`config.mk`:
```
export PLATFORM = sky130hd
export DESIGN_NAME = key_ntw_top
export DESIGN_NICKNAME = d
export VERILOG_FILES = /design/src/key_ntw_pkg.sv /design/src/key_bdc_if.sv /design/src/key_ntw_top.sv /design/src/key_client.sv /design/src/key_server.sv /design/src/key_cmd_arbiter.sv /design/src/key_sync_fifo.sv
export VERILOG_INCLUDE_DIRS = /design/src
export SDC_FILE = /design/constraint.sdc
export NUM_CORES = 2
export LEC_CHECK = 0
export ABC_AREA = 1
export BUFFER_PORTS_ARGS = -buffer_cell sky130_fd_sc_hd__buf_4
export CAP_MARGIN = 40
export CORE_AREA = 2 2 644 518
export CTS_CLUSTER_SIZE = 24
export DETAILED_ROUTE_END_ITERATION = 6
export DIE_AREA = 0 0 646 520
export GPL_TIMING_DRIVEN = 0
export PLACE_DENSITY_LB_ADDON = 0.1
export RECOVER_POWER = 50
export SYNTH_ARGS = -nofsm -noshare
export SYNTH_HDL_FRONTEND = slang
export SYNTH_SLANG_ARGS = --single-unit
```
`constraint.sdc`:
```
create_clock -name clk -period 8.49 [get_ports clk]
set_clock_uncertainty 0.05 [all_clocks]
set_input_delay 2.547 -clock clk [delete_from_list [all_inputs] [get_ports clk]]
set_output_delay 2.547 -clock clk [all_outputs]
set_load 0.02 [all_outputs]
```
`src/key_ntw_cfg.svh`:
```
// --------------------------------------------------------------------------
// Sizes and latencies of the key distribution network.
// Included by the package and by every module that needs a size.
// --------------------------------------------------------------------------
`ifndef KEY_NTW_CFG_SVH
`define KEY_NTW_CFG_SVH

// Coefficient width in bits
`define KEY_OP_W 16

// Coefficients carried by one key word
`define KEY_COEF_NB 4

// Key words (groups) per blind-rotation loop
`define KEY_GROUP_NB 4

// Loops held by each server
`define KEY_SRV_LOOP_NB 4

// Loops over the whole network
`define KEY_LOOP_NB 8

// Key memory read latency in cycles
`define KEY_RAM_LATENCY 1

// FIFO depths
`define KEY_CMD_DEPTH 4
`define KEY_OUT_DEPTH 8

`endif
```
`src/key_ntw_pkg.sv`:
```
// --------------------------------------------------------------------------
// Types shared by the key distribution network: loop and group indexes,
// the raw key word and the tagged key word stored in the client FIFO.
// --------------------------------------------------------------------------
`default_nettype none

`include "key_ntw_cfg.svh"

package key_ntw_pkg;

  localparam int LOOP_W  = $clog2(`KEY_LOOP_NB);
  localparam int GROUP_W = $clog2(`KEY_GROUP_NB);
  localparam int DATA_W  = `KEY_COEF_NB * `KEY_OP_W;

  // Blind-rotation loop index
  typedef logic [LOOP_W-1:0] loop_t;

  // Group index inside one loop
  typedef logic [GROUP_W-1:0] group_t;

  // One key word, all coefficients side by side
  typedef logic [DATA_W-1:0] key_data_t;

  // ------------------------------------------------------------------------
  // Tagged word toward the consumer
  // ------------------------------------------------------------------------
  typedef struct packed {
    loop_t     loop;
    group_t    group;
    key_data_t data;
  } key_word_t;

endpackage

`default_nettype wire

```
`src/key_bdc_if.sv`:
```
// --------------------------------------------------------------------------
// Broadcast bus of one key server. The server drives the source side,
// the client and the command arbiter listen on the sink side.
// --------------------------------------------------------------------------
`default_nettype none

interface key_bdc_if;
  import key_ntw_pkg::*;

  // Key word, zero when avail is low
  key_data_t data;
  // One-cycle strobe per word
  logic      avail;
  loop_t     loop;
  group_t    group;
  // High from command acceptance to the last word
  logic      busy;

  modport source (
    output data,
    output avail,
    output loop,
    output group,
    output busy
  );

  modport sink (
    input data,
    input avail,
    input loop,
    input group,
    input busy
  );

endinterface

`default_nettype wire

```
`src/key_ntw_top.sv`:
```
// --------------------------------------------------------------------------
// Key distribution network top. Two key servers split the loops, the
// arbiter orders the loop requests and the client feeds the consumer.
// --------------------------------------------------------------------------
`default_nettype none

`include "key_ntw_cfg.svh"

module key_ntw_top (
  input  logic                   clk,
  input  logic                   s_rst_n,
  // Loop requests
  input  key_ntw_pkg::loop_t     cmd0_loop_i,
  input  logic                   cmd0_avail_i,
  input  key_ntw_pkg::loop_t     cmd1_loop_i,
  input  logic                   cmd1_avail_i,
  // Key memory load
  input  logic                   wr_en_i,
  input  key_ntw_pkg::loop_t     wr_loop_i,
  input  key_ntw_pkg::group_t    wr_group_i,
  input  key_ntw_pkg::key_data_t wr_data_i,
  // Consumer
  output logic                   key_vld_o,
  input  logic                   key_rdy_i,
  output key_ntw_pkg::loop_t     key_loop_o,
  output key_ntw_pkg::group_t    key_group_o,
  output key_ntw_pkg::key_data_t key_data_o,
  // Sticky errors
  output logic                   cmd_ovf_o,
  output logic                   out_ovf_o
);
  import key_ntw_pkg::*;

  loop_t issue_loop;
  logic  issue;

  key_bdc_if bdc0_if ();
  key_bdc_if bdc1_if ();

  // ------------------------------------------------------------------------
  // Servers, lower and upper loop range
  // ------------------------------------------------------------------------
  key_server #(
    .BR_LOOP_OFS (0),
    .BR_LOOP_NB  (`KEY_SRV_LOOP_NB)
  ) srv0_i (
    .clk          (clk),
    .s_rst_n      (s_rst_n),
    .wr_en_i      (wr_en_i),
    .wr_loop_i    (wr_loop_i),
    .wr_group_i   (wr_group_i),
    .wr_data_i    (wr_data_i),
    .issue_i      (issue),
    .issue_loop_i (issue_loop),
    .bdc          (bdc0_if.source)
  );

  key_server #(
    .BR_LOOP_OFS (`KEY_SRV_LOOP_NB),
    .BR_LOOP_NB  (`KEY_SRV_LOOP_NB)
  ) srv1_i (
    .clk          (clk),
    .s_rst_n      (s_rst_n),
    .wr_en_i      (wr_en_i),
    .wr_loop_i    (wr_loop_i),
    .wr_group_i   (wr_group_i),
    .wr_data_i    (wr_data_i),
    .issue_i      (issue),
    .issue_loop_i (issue_loop),
    .bdc          (bdc1_if.source)
  );

  key_cmd_arbiter arb_i (
    .clk          (clk),
    .s_rst_n      (s_rst_n),
    .cmd0_loop_i  (cmd0_loop_i),
    .cmd0_avail_i (cmd0_avail_i),
    .cmd1_loop_i  (cmd1_loop_i),
    .cmd1_avail_i (cmd1_avail_i),
    .bdc0         (bdc0_if.sink),
    .bdc1         (bdc1_if.sink),
    .issue_loop_o (issue_loop),
    .issue_o      (issue),
    .cmd_ovf_o    (cmd_ovf_o)
  );

  key_client clt_i (
    .clk         (clk),
    .s_rst_n     (s_rst_n),
    .bdc0        (bdc0_if.sink),
    .bdc1        (bdc1_if.sink),
    .key_vld_o   (key_vld_o),
    .key_rdy_i   (key_rdy_i),
    .key_loop_o  (key_loop_o),
    .key_group_o (key_group_o),
    .key_data_o  (key_data_o),
    .out_ovf_o   (out_ovf_o)
  );

endmodule

`default_nettype wire

```
`src/key_client.sv`:
```
// --------------------------------------------------------------------------
// Key client. Merges the two server broadcasts, buffers the tagged words
// and hands them to the NTT consumer with valid/ready.
// --------------------------------------------------------------------------
`default_nettype none

`include "key_ntw_cfg.svh"

module key_client (
  input  logic                   clk,
  input  logic                   s_rst_n,
  key_bdc_if.sink                bdc0,
  key_bdc_if.sink                bdc1,
  output logic                   key_vld_o,
  input  logic                   key_rdy_i,
  output key_ntw_pkg::loop_t     key_loop_o,
  output key_ntw_pkg::group_t    key_group_o,
  output key_ntw_pkg::key_data_t key_data_o,
  output logic                   out_ovf_o
);
  import key_ntw_pkg::*;

  key_word_t merged;
  logic      merged_avail;
  key_word_t head;
  logic      fifo_wr;
  logic      fifo_rd;
  logic      fifo_empty;
  logic      fifo_full;
  logic      drop;

  // ------------------------------------------------------------------------
  // Merge
  // ------------------------------------------------------------------------
  // Idle servers drive zeros, only one talks at a time
  assign merged_avail = bdc0.avail | bdc1.avail;
  assign merged.loop  = bdc0.loop | bdc1.loop;
  assign merged.group = bdc0.group | bdc1.group;
  assign merged.data  = bdc0.data | bdc1.data;

  // ------------------------------------------------------------------------
  // Output buffer
  // ------------------------------------------------------------------------
  assign fifo_rd = key_rdy_i & ~fifo_empty;
  assign fifo_wr = merged_avail & (~fifo_full | fifo_rd);
  // Servers never stall, a full buffer loses the word
  assign drop    = merged_avail & fifo_full & ~fifo_rd;

  key_sync_fifo #(
    .T     (key_word_t),
    .DEPTH (`KEY_OUT_DEPTH)
  ) out_fifo_i (
    .clk     (clk),
    .s_rst_n (s_rst_n),
    .wr_i    (fifo_wr),
    .wdata_i (merged),
    .rd_i    (fifo_rd),
    .rdata_o (head),
    .empty_o (fifo_empty),
    .full_o  (fifo_full)
  );

  assign key_vld_o   = ~fifo_empty;
  assign key_loop_o  = head.loop;
  assign key_group_o = head.group;
  assign key_data_o  = head.data;

  always_ff @(posedge clk) begin
    if (!s_rst_n) begin
      out_ovf_o <= 1'b0;
    end else begin
      out_ovf_o <= out_ovf_o | drop;
    end
  end

  a_one_server : assert property (@(posedge clk) disable iff (!s_rst_n)
    !(bdc0.avail && bdc1.avail));

endmodule

`default_nettype wire

```
`src/key_server.sv`:
```
// --------------------------------------------------------------------------
// Key server for one range of loops. Holds the key words of its loops,
// loaded through the write port, and broadcasts all groups of a loop
// when the arbiter issues a loop inside its range.
// --------------------------------------------------------------------------
`default_nettype none

`include "key_ntw_cfg.svh"

module key_server #(
  parameter int BR_LOOP_OFS = 0,
  parameter int BR_LOOP_NB  = 4
) (
  input  logic                  clk,
  input  logic                  s_rst_n,
  input  logic                  wr_en_i,
  input  key_ntw_pkg::loop_t    wr_loop_i,
  input  key_ntw_pkg::group_t   wr_group_i,
  input  key_ntw_pkg::key_data_t wr_data_i,
  input  logic                  issue_i,
  input  key_ntw_pkg::loop_t    issue_loop_i,
  key_bdc_if.source             bdc
);
  import key_ntw_pkg::*;

  localparam int     RAM_DEPTH  = BR_LOOP_NB * `KEY_GROUP_NB;
  localparam int     ADD_W      = $clog2(RAM_DEPTH);
  localparam int     LAT        = `KEY_RAM_LATENCY;
  localparam group_t LAST_GROUP = group_t'(`KEY_GROUP_NB - 1);

  key_data_t        mem [RAM_DEPTH];
  logic             accept;
  logic             run_q;
  group_t           cnt_q;
  loop_t            cur_loop_q;
  logic             busy_q;
  logic [LAT-1:0]   rd_vld_q;
  key_data_t        rd_data_q  [LAT];
  loop_t            rd_loop_q  [LAT];
  group_t           rd_group_q [LAT];
  logic             last_out;

  function automatic logic own_loop(loop_t l);
    return (int'(l) >= BR_LOOP_OFS) && (int'(l) < BR_LOOP_OFS + BR_LOOP_NB);
  endfunction

  // Local loop major, group minor
  function automatic logic [ADD_W-1:0] ram_add(loop_t l, group_t g);
    return ADD_W'((int'(l) - BR_LOOP_OFS) * `KEY_GROUP_NB + int'(g));
  endfunction

  // ------------------------------------------------------------------------
  // Write decode
  // ------------------------------------------------------------------------
  always_ff @(posedge clk) begin
    if (wr_en_i && own_loop(wr_loop_i)) mem[ram_add(wr_loop_i, wr_group_i)] <= wr_data_i;
  end

  // ------------------------------------------------------------------------
  // Read sequencer
  // ------------------------------------------------------------------------
  assign accept   = issue_i & own_loop(issue_loop_i);
  assign last_out = rd_vld_q[LAT-1] && (rd_group_q[LAT-1] == LAST_GROUP);

  always_ff @(posedge clk) begin
    if (!s_rst_n) begin
      run_q    <= 1'b0;
      cnt_q    <= '0;
      busy_q   <= 1'b0;
      rd_vld_q <= '0;
    end else begin
      if (run_q) begin
        cnt_q <= cnt_q + 1'b1;
        if (cnt_q == LAST_GROUP) run_q <= 1'b0;
      end
      // Busy ends with the last word on the bus
      if (last_out) busy_q <= 1'b0;
      if (accept) begin
        run_q  <= 1'b1;
        cnt_q  <= '0;
        busy_q <= 1'b1;
      end
      rd_vld_q[0] <= run_q;
      for (int i = 1; i < LAT; i++) rd_vld_q[i] <= rd_vld_q[i-1];
    end
  end

  always_ff @(posedge clk) begin
    if (accept) cur_loop_q <= issue_loop_i;
  end

  // Memory read and tag pipeline
  always_ff @(posedge clk) begin
    rd_data_q[0]  <= mem[ram_add(cur_loop_q, cnt_q)];
    rd_loop_q[0]  <= cur_loop_q;
    rd_group_q[0] <= cnt_q;
    for (int i = 1; i < LAT; i++) begin
      rd_data_q[i]  <= rd_data_q[i-1];
      rd_loop_q[i]  <= rd_loop_q[i-1];
      rd_group_q[i] <= rd_group_q[i-1];
    end
  end

  // Zero outside avail so the client can OR both servers
  assign bdc.avail = rd_vld_q[LAT-1];
  assign bdc.data  = rd_vld_q[LAT-1] ? rd_data_q[LAT-1] : '0;
  assign bdc.loop  = rd_vld_q[LAT-1] ? rd_loop_q[LAT-1] : '0;
  assign bdc.group = rd_vld_q[LAT-1] ? rd_group_q[LAT-1] : '0;
  assign bdc.busy  = busy_q;

  a_avail_in_busy : assert property (@(posedge clk) disable iff (!s_rst_n)
    bdc.avail |-> bdc.busy);

endmodule

`default_nettype wire

```
`src/key_cmd_arbiter.sv`:
```
// --------------------------------------------------------------------------
// Command arbiter. Captures loop requests of two requesters into a FIFO,
// round-robin when both strobe together, and issues the head to the
// servers once neither of them is broadcasting.
// --------------------------------------------------------------------------
`default_nettype none

`include "key_ntw_cfg.svh"

module key_cmd_arbiter (
  input  logic               clk,
  input  logic               s_rst_n,
  input  key_ntw_pkg::loop_t cmd0_loop_i,
  input  logic               cmd0_avail_i,
  input  key_ntw_pkg::loop_t cmd1_loop_i,
  input  logic               cmd1_avail_i,
  key_bdc_if.sink            bdc0,
  key_bdc_if.sink            bdc1,
  output key_ntw_pkg::loop_t issue_loop_o,
  output logic               issue_o,
  output logic               cmd_ovf_o
);
  import key_ntw_pkg::*;

  logic  rr_q;
  logic  stage_vld_q;
  loop_t stage_loop_q;
  logic  stage_vld_d;
  loop_t stage_loop_d;
  logic  both;
  loop_t first_loop;
  loop_t second_loop;
  logic  fifo_req;
  logic  fifo_wr;
  logic  fifo_rd;
  loop_t fifo_wdata;
  loop_t fifo_head;
  logic  fifo_empty;
  logic  fifo_full;
  logic  fifo_drop;
  logic  issue_go;

  // ------------------------------------------------------------------------
  // Capture
  // ------------------------------------------------------------------------
  assign both = cmd0_avail_i & cmd1_avail_i;

  // rr_q set gives requester 1 the first slot
  assign first_loop  = (cmd1_avail_i && (!cmd0_avail_i || rr_q)) ? cmd1_loop_i : cmd0_loop_i;
  assign second_loop = rr_q ? cmd0_loop_i : cmd1_loop_i;

  // A staged command is older, so it is written first
  assign fifo_req     = stage_vld_q | cmd0_avail_i | cmd1_avail_i;
  assign fifo_wdata   = stage_vld_q ? stage_loop_q : first_loop;
  assign fifo_wr      = fifo_req & (~fifo_full | fifo_rd);
  assign stage_vld_d  = stage_vld_q ? (cmd0_avail_i | cmd1_avail_i) : both;
  assign stage_loop_d = stage_vld_q ? first_loop : second_loop;

  // Lost when the FIFO is full, or three commands compete for two slots
  assign fifo_drop = (fifo_req & fifo_full & ~fifo_rd) | (stage_vld_q & both);

  // ------------------------------------------------------------------------
  // Issue
  // ------------------------------------------------------------------------
  // Busy rises one edge after issue, hence the gap after each issue
  assign issue_go = ~fifo_empty & ~bdc0.busy & ~bdc1.busy & ~issue_o;
  assign fifo_rd  = issue_go;

  key_sync_fifo #(
    .T     (loop_t),
    .DEPTH (`KEY_CMD_DEPTH)
  ) cmd_fifo_i (
    .clk     (clk),
    .s_rst_n (s_rst_n),
    .wr_i    (fifo_wr),
    .wdata_i (fifo_wdata),
    .rd_i    (fifo_rd),
    .rdata_o (fifo_head),
    .empty_o (fifo_empty),
    .full_o  (fifo_full)
  );

  always_ff @(posedge clk) begin
    if (!s_rst_n) begin
      rr_q        <= 1'b0;
      stage_vld_q <= 1'b0;
      issue_o     <= 1'b0;
      cmd_ovf_o   <= 1'b0;
    end else begin
      rr_q        <= rr_q ^ both;
      stage_vld_q <= stage_vld_d;
      issue_o     <= issue_go;
      cmd_ovf_o   <= cmd_ovf_o | fifo_drop;
    end
  end

  always_ff @(posedge clk) begin
    stage_loop_q <= stage_loop_d;
    if (issue_go) issue_loop_o <= fifo_head;
  end

  a_issue_idle : assert property (@(posedge clk) disable iff (!s_rst_n)
    $rose(issue_o) |-> !bdc0.busy && !bdc1.busy);

endmodule

`default_nettype wire

```
`src/key_sync_fifo.sv`:
```
// --------------------------------------------------------------------------
// Synchronous FIFO for any payload type. The head entry is always shown
// on rdata_o; rd_i pops it. Used for commands and for key words.
// --------------------------------------------------------------------------
`default_nettype none

module key_sync_fifo #(
  parameter type T     = logic [7:0],
  parameter int  DEPTH = 4
) (
  input  logic clk,
  input  logic s_rst_n,
  input  logic wr_i,
  input  T     wdata_i,
  input  logic rd_i,
  output T     rdata_o,
  output logic empty_o,
  output logic full_o
);

  localparam int AW = $clog2(DEPTH);

  T               mem [DEPTH];
  logic [AW-1:0]  wr_ptr_q;
  logic [AW-1:0]  rd_ptr_q;
  logic [AW:0]    count_q;

  assign rdata_o = mem[rd_ptr_q];
  assign empty_o = (count_q == '0);
  assign full_o  = (count_q == (AW+1)'(DEPTH));

  always_ff @(posedge clk) begin
    if (wr_i) mem[wr_ptr_q] <= wdata_i;
  end

  // Pointers and fill level
  always_ff @(posedge clk) begin
    if (!s_rst_n) begin
      wr_ptr_q <= '0;
      rd_ptr_q <= '0;
      count_q  <= '0;
    end else begin
      if (wr_i) wr_ptr_q <= (wr_ptr_q == AW'(DEPTH-1)) ? '0 : wr_ptr_q + 1'b1;
      if (rd_i) rd_ptr_q <= (rd_ptr_q == AW'(DEPTH-1)) ? '0 : rd_ptr_q + 1'b1;
      count_q <= count_q + (AW+1)'(wr_i) - (AW+1)'(rd_i);
    end
  end

  a_no_wr_full : assert property (@(posedge clk) disable iff (!s_rst_n)
    !(wr_i && full_o && !rd_i));

  a_no_rd_empty : assert property (@(posedge clk) disable iff (!s_rst_n)
    !(rd_i && empty_o));

endmodule

`default_nettype wire

```
Word-level counts from Yosys, hierarchy flattened:

Memory sizes are Yosys's and may differ from the RTL's. A register that Yosys moved wholly into a read port is not among the register bits.
Cells that the tools add are included.

* $add $sub $neg: 16
* $lt $le $gt $ge: 4
* equality and inequality tests: 10
* multiplexer cells: 35
* bitwise logic cells: 37
* reduce and logical (&&, ||, !) cells: 13

Operators by type and width (number)
* two-way mux 64 bit: 2
* OR 64 bit: 1
* two-way mux 3 bit: 10
* two-way mux 1 bit: 19
* AND 1 bit: 14
* == test 2 bit, second input constant: 6
* NOT 1 bit: 10
* == test 3 bit, second input constant: 3
* OR 1 bit: 9
* adder 2 x 1 -> 2 bit, second input constant: 4
* adder 4 x 2 -> 4 bit: 2
* adder 4 x 3 -> 4 bit: 2
* two-way mux 2 bit: 4
* adder 3 x 1 -> 3 bit, second input constant: 2
* >= comparator 3 bit, second input constant: 2
* < comparator 3 bit, second input constant: 2
* logical AND 1 bit: 5
* adder 4 x 1 -> 4 bit: 1
* == test 4 bit, second input constant: 1
* logical NOT 4 bit: 1
* nonzero test 2 bit: 2
* OR reduction 2 bit: 2
* subtractor 2 x 1 -> 2 bit, second input constant: 2
* subtractor 4 x 1 -> 4 bit: 1
* other kinds (8): 8

* register bits after elaboration: 41
* bits in writable memories: 2750
* input bits: 81
* logic and storage cells: 147
* memories: 10

Memories
* srv0_i.mem: words 16, width 64, rd ports 1, clocked after memory_dff 0, write ports 1, line key_server.sv:31 `key_data_t mem [RAM_DEPTH];`
* srv1_i.mem: words 16, width 64, rd ports 1, clocked after memory_dff 0, write ports 1, line key_server.sv:31
* clt_i.out_fifo_i.mem: words 8, width 69, rd ports 1, clocked after memory_dff 1, write ports 1, line key_sync_fifo.sv:23 `T mem [DEPTH];`
* srv0_i.rd_data_q: words 1, width 64, rd ports 1, clocked after memory_dff 0, write ports 1, line key_server.sv:38 `key_data_t rd_data_q [LAT];`
* srv1_i.rd_data_q: words 1, width 64, rd ports 1, clocked after memory_dff 0, write ports 1, line key_server.sv:38
* arb_i.cmd_fifo_i.mem: words 4, width 3, rd ports 1, clocked after memory_dff 1, write ports 1, line key_sync_fifo.sv:23
* 4 more memories

Logic depth before layout (Yosys ltp):

* depth in word-level cells: 9
* depth in mapped cells: 14
* mapped depth without buffers: 14

Modules after synthesis:

From an unflattened synthesis, not the netlist that was laid out.

* cell total of the unflattened synthesis: 11482
* area total of the unflattened synthesis: 118752.6 um2

Modules (own cells, without submodules)
* key_server (srv0_i): times used 1, cells each 4387, area an instance 46149.3 um2, seq. area each 32321.0 um2
* key_server (srv1_i): times used 1, cells each 4390, area an instance 46001.6 um2, seq. area each 32321.0 um2
* key_sync_fifo (clt_i.out_fifo_i): times used 1, cells each 2468, area an instance 24668.7 um2, seq. area each 16836.1 um2
* key_sync_fifo (arb_i.cmd_fifo_i): times used 1, cells each 95, area an instance 934.6 um2, seq. area each 540.5 um2
* key_client: times used 1, cells each 81, area an instance 518.0 um2, seq. area each 20.0 um2
* key_cmd_arbiter: times used 1, cells each 61, area an instance 480.5 um2, seq. area each 230.2 um2

Least setup slack after synthesis:

No wires, ideal clock.

* kind: input-to-reg
* from: in key_rdy_i
* to: mem clt_i.out_fifo_i.mem[6][0] (netlist bit) (enable)
* setup time: 0.581 ns
* arrival time: 7.717 ns
* required time: 7.859 ns
* setup slack: 0.141 ns
* stages: 4
* path buffers: 0
* cells stage by stage: nand2_1 -> nand2_1 -> nand2_1 -> nor3_1

* word-level cells in the longest chain between the ends: 5

RTL lines
* start: declaration: line key_ntw_top.sv:24 `input logic key_rdy_i,`
* AND 1 bit: line key_client.sv:44 `assign fifo_rd = key_rdy_i & ~fifo_empty;`
* OR 1 bit: line key_client.sv:45 `assign fifo_wr = merged_avail & (~fifo_full | fifo_rd);`
* AND 1 bit: line key_client.sv:45
* two-way mux 1 bit: line key_sync_fifo.sv:33 `if (wr_i) mem[wr_ptr_q] <= wdata_i;`
* two-way mux 1 bit (implied by the code): line key_sync_fifo.sv:33
* end: declaration: line key_sync_fifo.sv:23

No other way between the ends.

==> run summary <==
The clock net in this run drives a total of roughly 2800 sinks. The register area came out at around 0.082 sq mm. The number of placement rows came out at between 150 and 200. The arrival time of the worst setup path is between 3 and 4 ns.

Based on the critical path, the design can be clocked at up to 0.158 GHz. The reg2reg setup slack is approximately 2.8 ns. The relative max-transition margin came out at -60.7%. The clock period could shrink to about 6.3 ns. The floorplan step defined a die boundary enclosing 0.336 sq mm.

The worst register-to-register path begins at srv1_i.cnt_q[0]. The clock transition at the register clock pins on the worst setup and hold paths after CTS came out at 0.06 ns. Once the floorplan was initialized, standard cells occupied approximately a third of the core.

The cell depth of the worst flop-to-flop path is 9. The hold path startpoint is srv1_i.cur_loop_q[2]. The post-cts sizing count is 0. For the worst setup path, the data required time is a little under 6 ns. The synthesized instance count is between 10000 and 15000. The transition time at the pin with the least slew margin came out at between 2 and 2.5 ns. The number of buffers created by CTS came out at about 300.

The worst setup path is launched from a flip-flop. The H-tree depth is 5. The number of nets produced by synthesis came out at between 10000 and 15000. Counting both buffers and inverters, the worst setup path holds a total of 3. Setup repair after global routing left no endpoint under its margin.

The sequential element share of the synthesized area came out at 71.7%. The power density relative to cell area came out at ~280 mW/mm^2. The leakage power figure is roughly 0.054 uW. Routability-driven placement finished with a final weighted congestion of about 0.83.

The number of cells in the finished layout apart from fillers is 15692. Traced cell by cell, the critical path runs through buf_2, clkbuf_1, o21ai_0, o22ai_1, nand2_1, nand2_1, buf_4. The clock network latency to the later pin of the worst-skew pair is approximately 0.89 ns.

The core region is between 0.3 and 0.4 sq mm. The final reports fail on capacitance limit, slew limit. The routed via count is 77831. The completed layout was analyzed and its total power is 37100 uW.

The maximum buffer depth of the clock tree is 4. The number of hold buffers added after CTS was 0. The growth of design area from synthesis to finish is 17.1%. The final count of hold timing violations came out at 0. The setup path with the least slack is of type reg -> out. The post-synthesis average cell area came out at 11.1 sq um. In the layout the commonest cells are sky130_fd_sc_hd__nand2_1, sky130_fd_sc_hd__edfxtp_1, sky130_fd_sc_hd__inv_1, sky130_fd_sc_hd__nand3_1, sky130_fd_sc_hd__clkbuf_1. The path class of the lowest-slack min-delay path is reg -> reg. The number of max-cap violations is about 70.

The first global-routing pass estimated about 570 mm of wire. The maximum vdd ir drop is around 0.00017 V. The end-of-flow core utilization came out at about two fifths.

Leaving out fill and tap cells, the most frequent cell in the layout is sky130_fd_sc_hd__nand2_1. The number of register bits inferred by synthesis is about 2800. In this run the clock root is driven by a sky130_fd_sc_hd__clkbuf_16. Among the stages of the critical path, the cell type that occurs most often is sky130_fd_sc_hd__nand2_1. In this run the critical register-to-register path is captured at srv1_i.rd_data_q[0][52]. In the final layout, the share of cells above drive strength 1 is 9.65%. From left edge to right edge, the die measures 646 microns. about 150 I/O pins were placed. For this block, the initial DRC count from the detailed router was about 8500. In the routed layout, each cell is associated on average with a via count of between 4 and 5.

After global routing the overflow that remains totals 0. The top fanout value on the critical path came out at 10. Summing all multi-input logic gate instances after layout gives 0.0239 sq mm.

The via count of the first global-routing pass was roughly 74000. The maximum number of pins on one net before global-route repair came out at 33. The number of pins with negative max-slew slack in the final report was between 2000 and 2500. The total setup buffers inserted after CTS came out at 0. The worst setup slack after layout is around 2.2 ns. The detailed-routing iteration count for the pre-antenna-repair pass came out at 7. The master of the slowest instance on the critical path is sky130_fd_sc_hd__dfxtp_1. The final instance area is approximately 0.13 sq mm.

Dividing the detail-routed wire length by the instance count gives 25.9 microns. The count of cells along the worst hold path is 0. The post-synthesis instance area is 0.115 sq mm. From bottom edge to top edge, the die measures approximately 520 microns. The number of failing setup endpoints in the final timing report came out at 0.

In this design, the stage delay of the slowest critical-path cell is 0.81 ns. The placed instances occupy a cell area of 0.125 sq mm. The flow ran to the end, but the final reports show violations. TritonCTS built the clock tree.

The number of library cell types mapped by synthesis is 32. The worst hold path terminates at srv1_i.rd_loop_q[0][2]. The number of fill cells came out at 31334.

The count of nets after finishing is roughly 11000. The number of antenna violations at the first check in global routing came out at 47. The portion of the clock cycle consumed by the worst path in the final layout is 74.5%.

After legalization and detailed placement, the total HPWL measured between 200 and 300 mm. The total DRC errors in the routed layout is 0. The count of buffers from port buffering came out at 152. The placement-stage worst setup slack is 2.64 ns. The total number of yosys warnings came out at 0. The kind of cell with the highest combined delay along the critical path is buffers and inverters. The count of antenna-violating nets left after detailed routing is 0. The overall routing resource usage came out at a little under a quarter.

The number of placed cells counting well taps came out at ~15000. The detailed-route wire length came out at slightly above 400 mm. The endpoint kind of the worst setup timing path is a primary output.
-- where the power goes --
group          total (uW)  internal (uW)  switching, uW
clock               12700           7260           5460
combinational        8230           2130           6100
sequential          16200          15800            368
-- layer usage --
layer | share of wire [%] | vias to the layer above | global-route usage [%] | wire (microns)
met3 | 8.7 | 526 | 4.70 | 35500
met2 | 43 | 3164 | 35.7 | 175000
met4 | 2.4 | 4 | 5.56 | 9690
met5 | 0.0074 | - | 0 | 30
li1 | - | 35764 | - | -
met1 | 46 | 38373 | 35.5 | 187000
-- sequential cells by signal (all words and copies together) (netlist names), 4 cells and up, named ones only --
register and flops:
srv0_i.mem 1024, srv1_i.mem 1024, clt_i.out_fifo_i.mem 552, srv0_i.rd_data_q 64
srv1_i.rd_data_q 64, arb_i.cmd_fifo_i.mem 12, clt_i.out_fifo_i.count_q 4
-- synthesized netlist by cell type (all sizes together) --
library cell | n | share of area [%]
clkbuf | 177 | 0.59
o22ai | 143 | 0.78
nand3b | 2 | 0.013
nand3 | 1545 | 6.7
inv | 1603 | 5.3
o21ai | 296 | 1.3
dfxtp | 176 | 3.1
a31oi | 1 | 0.0055
edfxtp | 2621 | 69
o31ai | 2 | 0.013
a211oi | 1 | 0.0065
nor3b | 1 | 0.0065
ha | 19 | 0.21
a21oi | 16 | 0.070
fa | 2 | 0.035
buf | 372 | 1.9
nand2 | 2961 | 9.7
nor3 | 13 | 0.057
a22o | 67 | 0.51
xor2 | 1 | 0.0076
o21a | 1 | 0.0065
o211ai | 3 | 0.020
xnor2 | 2 | 0.015
clkinv | 2 | 0.0065
nor2 | 352 | 1.2
-- through the flow --
| stage | TNS, ns | hold slack [ns] |
|---|---|---|
| 4_1_cts | 0 | 0.288 |
| 6_report | 0 | 0.294 |
| 3_3_place_gp | -5923.34 | 0.280 |
| 5_1_grt | 0 | 0.299 |
| 3_5_place_dp | 0 | 0.279 |
| 2_1_floorplan | 0 | 0.273 |
-- cells by family after synthesis --
| group | after synthesis | share of synthesized area (%) |
|---|---|---|
| AO/OA/AOI/OAI | 530 | 2.70 |
| XOR/XNOR | 3 | 0.0229 |
| adder cells (fa/ha/maj) | 21 | 0.242 |
| buffers and inverters | 2154 | 7.70 |
| flip-flops | 2797 | 71.7 |
| AND/OR/NAND/NOR | 4874 | 17.7 |
-- final cells by class --
class	count	share of cell area (%)
diodes	11	0.0205
plain buffers	549	2.06
clock buffers	416	6.21
clock inverters	110	0.676
inverters	1605	4.49
multi-input cells	5428	17.8
flip-flops and latches	2797	61.2
well taps	4393	4.09
repair buffers	383	3.38
-- worst register-to-register path, cell delays in order, from the launching register on --
cell                         delay [ns]
sky130_fd_sc_hd__dfxtp_1           0.53
sky130_fd_sc_hd__clkbuf_1          0.96
sky130_fd_sc_hd__clkinvlp_2        1.29
sky130_fd_sc_hd__clkbuf_1          1.07
sky130_fd_sc_hd__clkbuf_1          0.72
sky130_fd_sc_hd__nand2_1           0.20
sky130_fd_sc_hd__nand3_1           0.29
sky130_fd_sc_hd__nand3_1           0.26
sky130_fd_sc_hd__nand3_1           0.12
sky130_fd_sc_hd__nand2_1           0.10
-- worst max path at each step --
stage	startpoint	endpoint	cells past startpoint
6_report	flip-flop	key_data_o[27]	7
5_1_grt	flip-flop	key_data_o[33]	7
4_1_cts	flip-flop	key_data_o[33]	7
3_5_place_dp	key_rdy_i	clt_i.out_fifo_i.mem[7][2]	12
3_3_place_gp	key_rdy_i	clt_i.out_fifo_i.mem[3][7]	5
2_1_floorplan	key_rdy_i	clt_i.out_fifo_i.mem[6][0]	4
No activity file was read; power rests on OpenSTA's default activity.
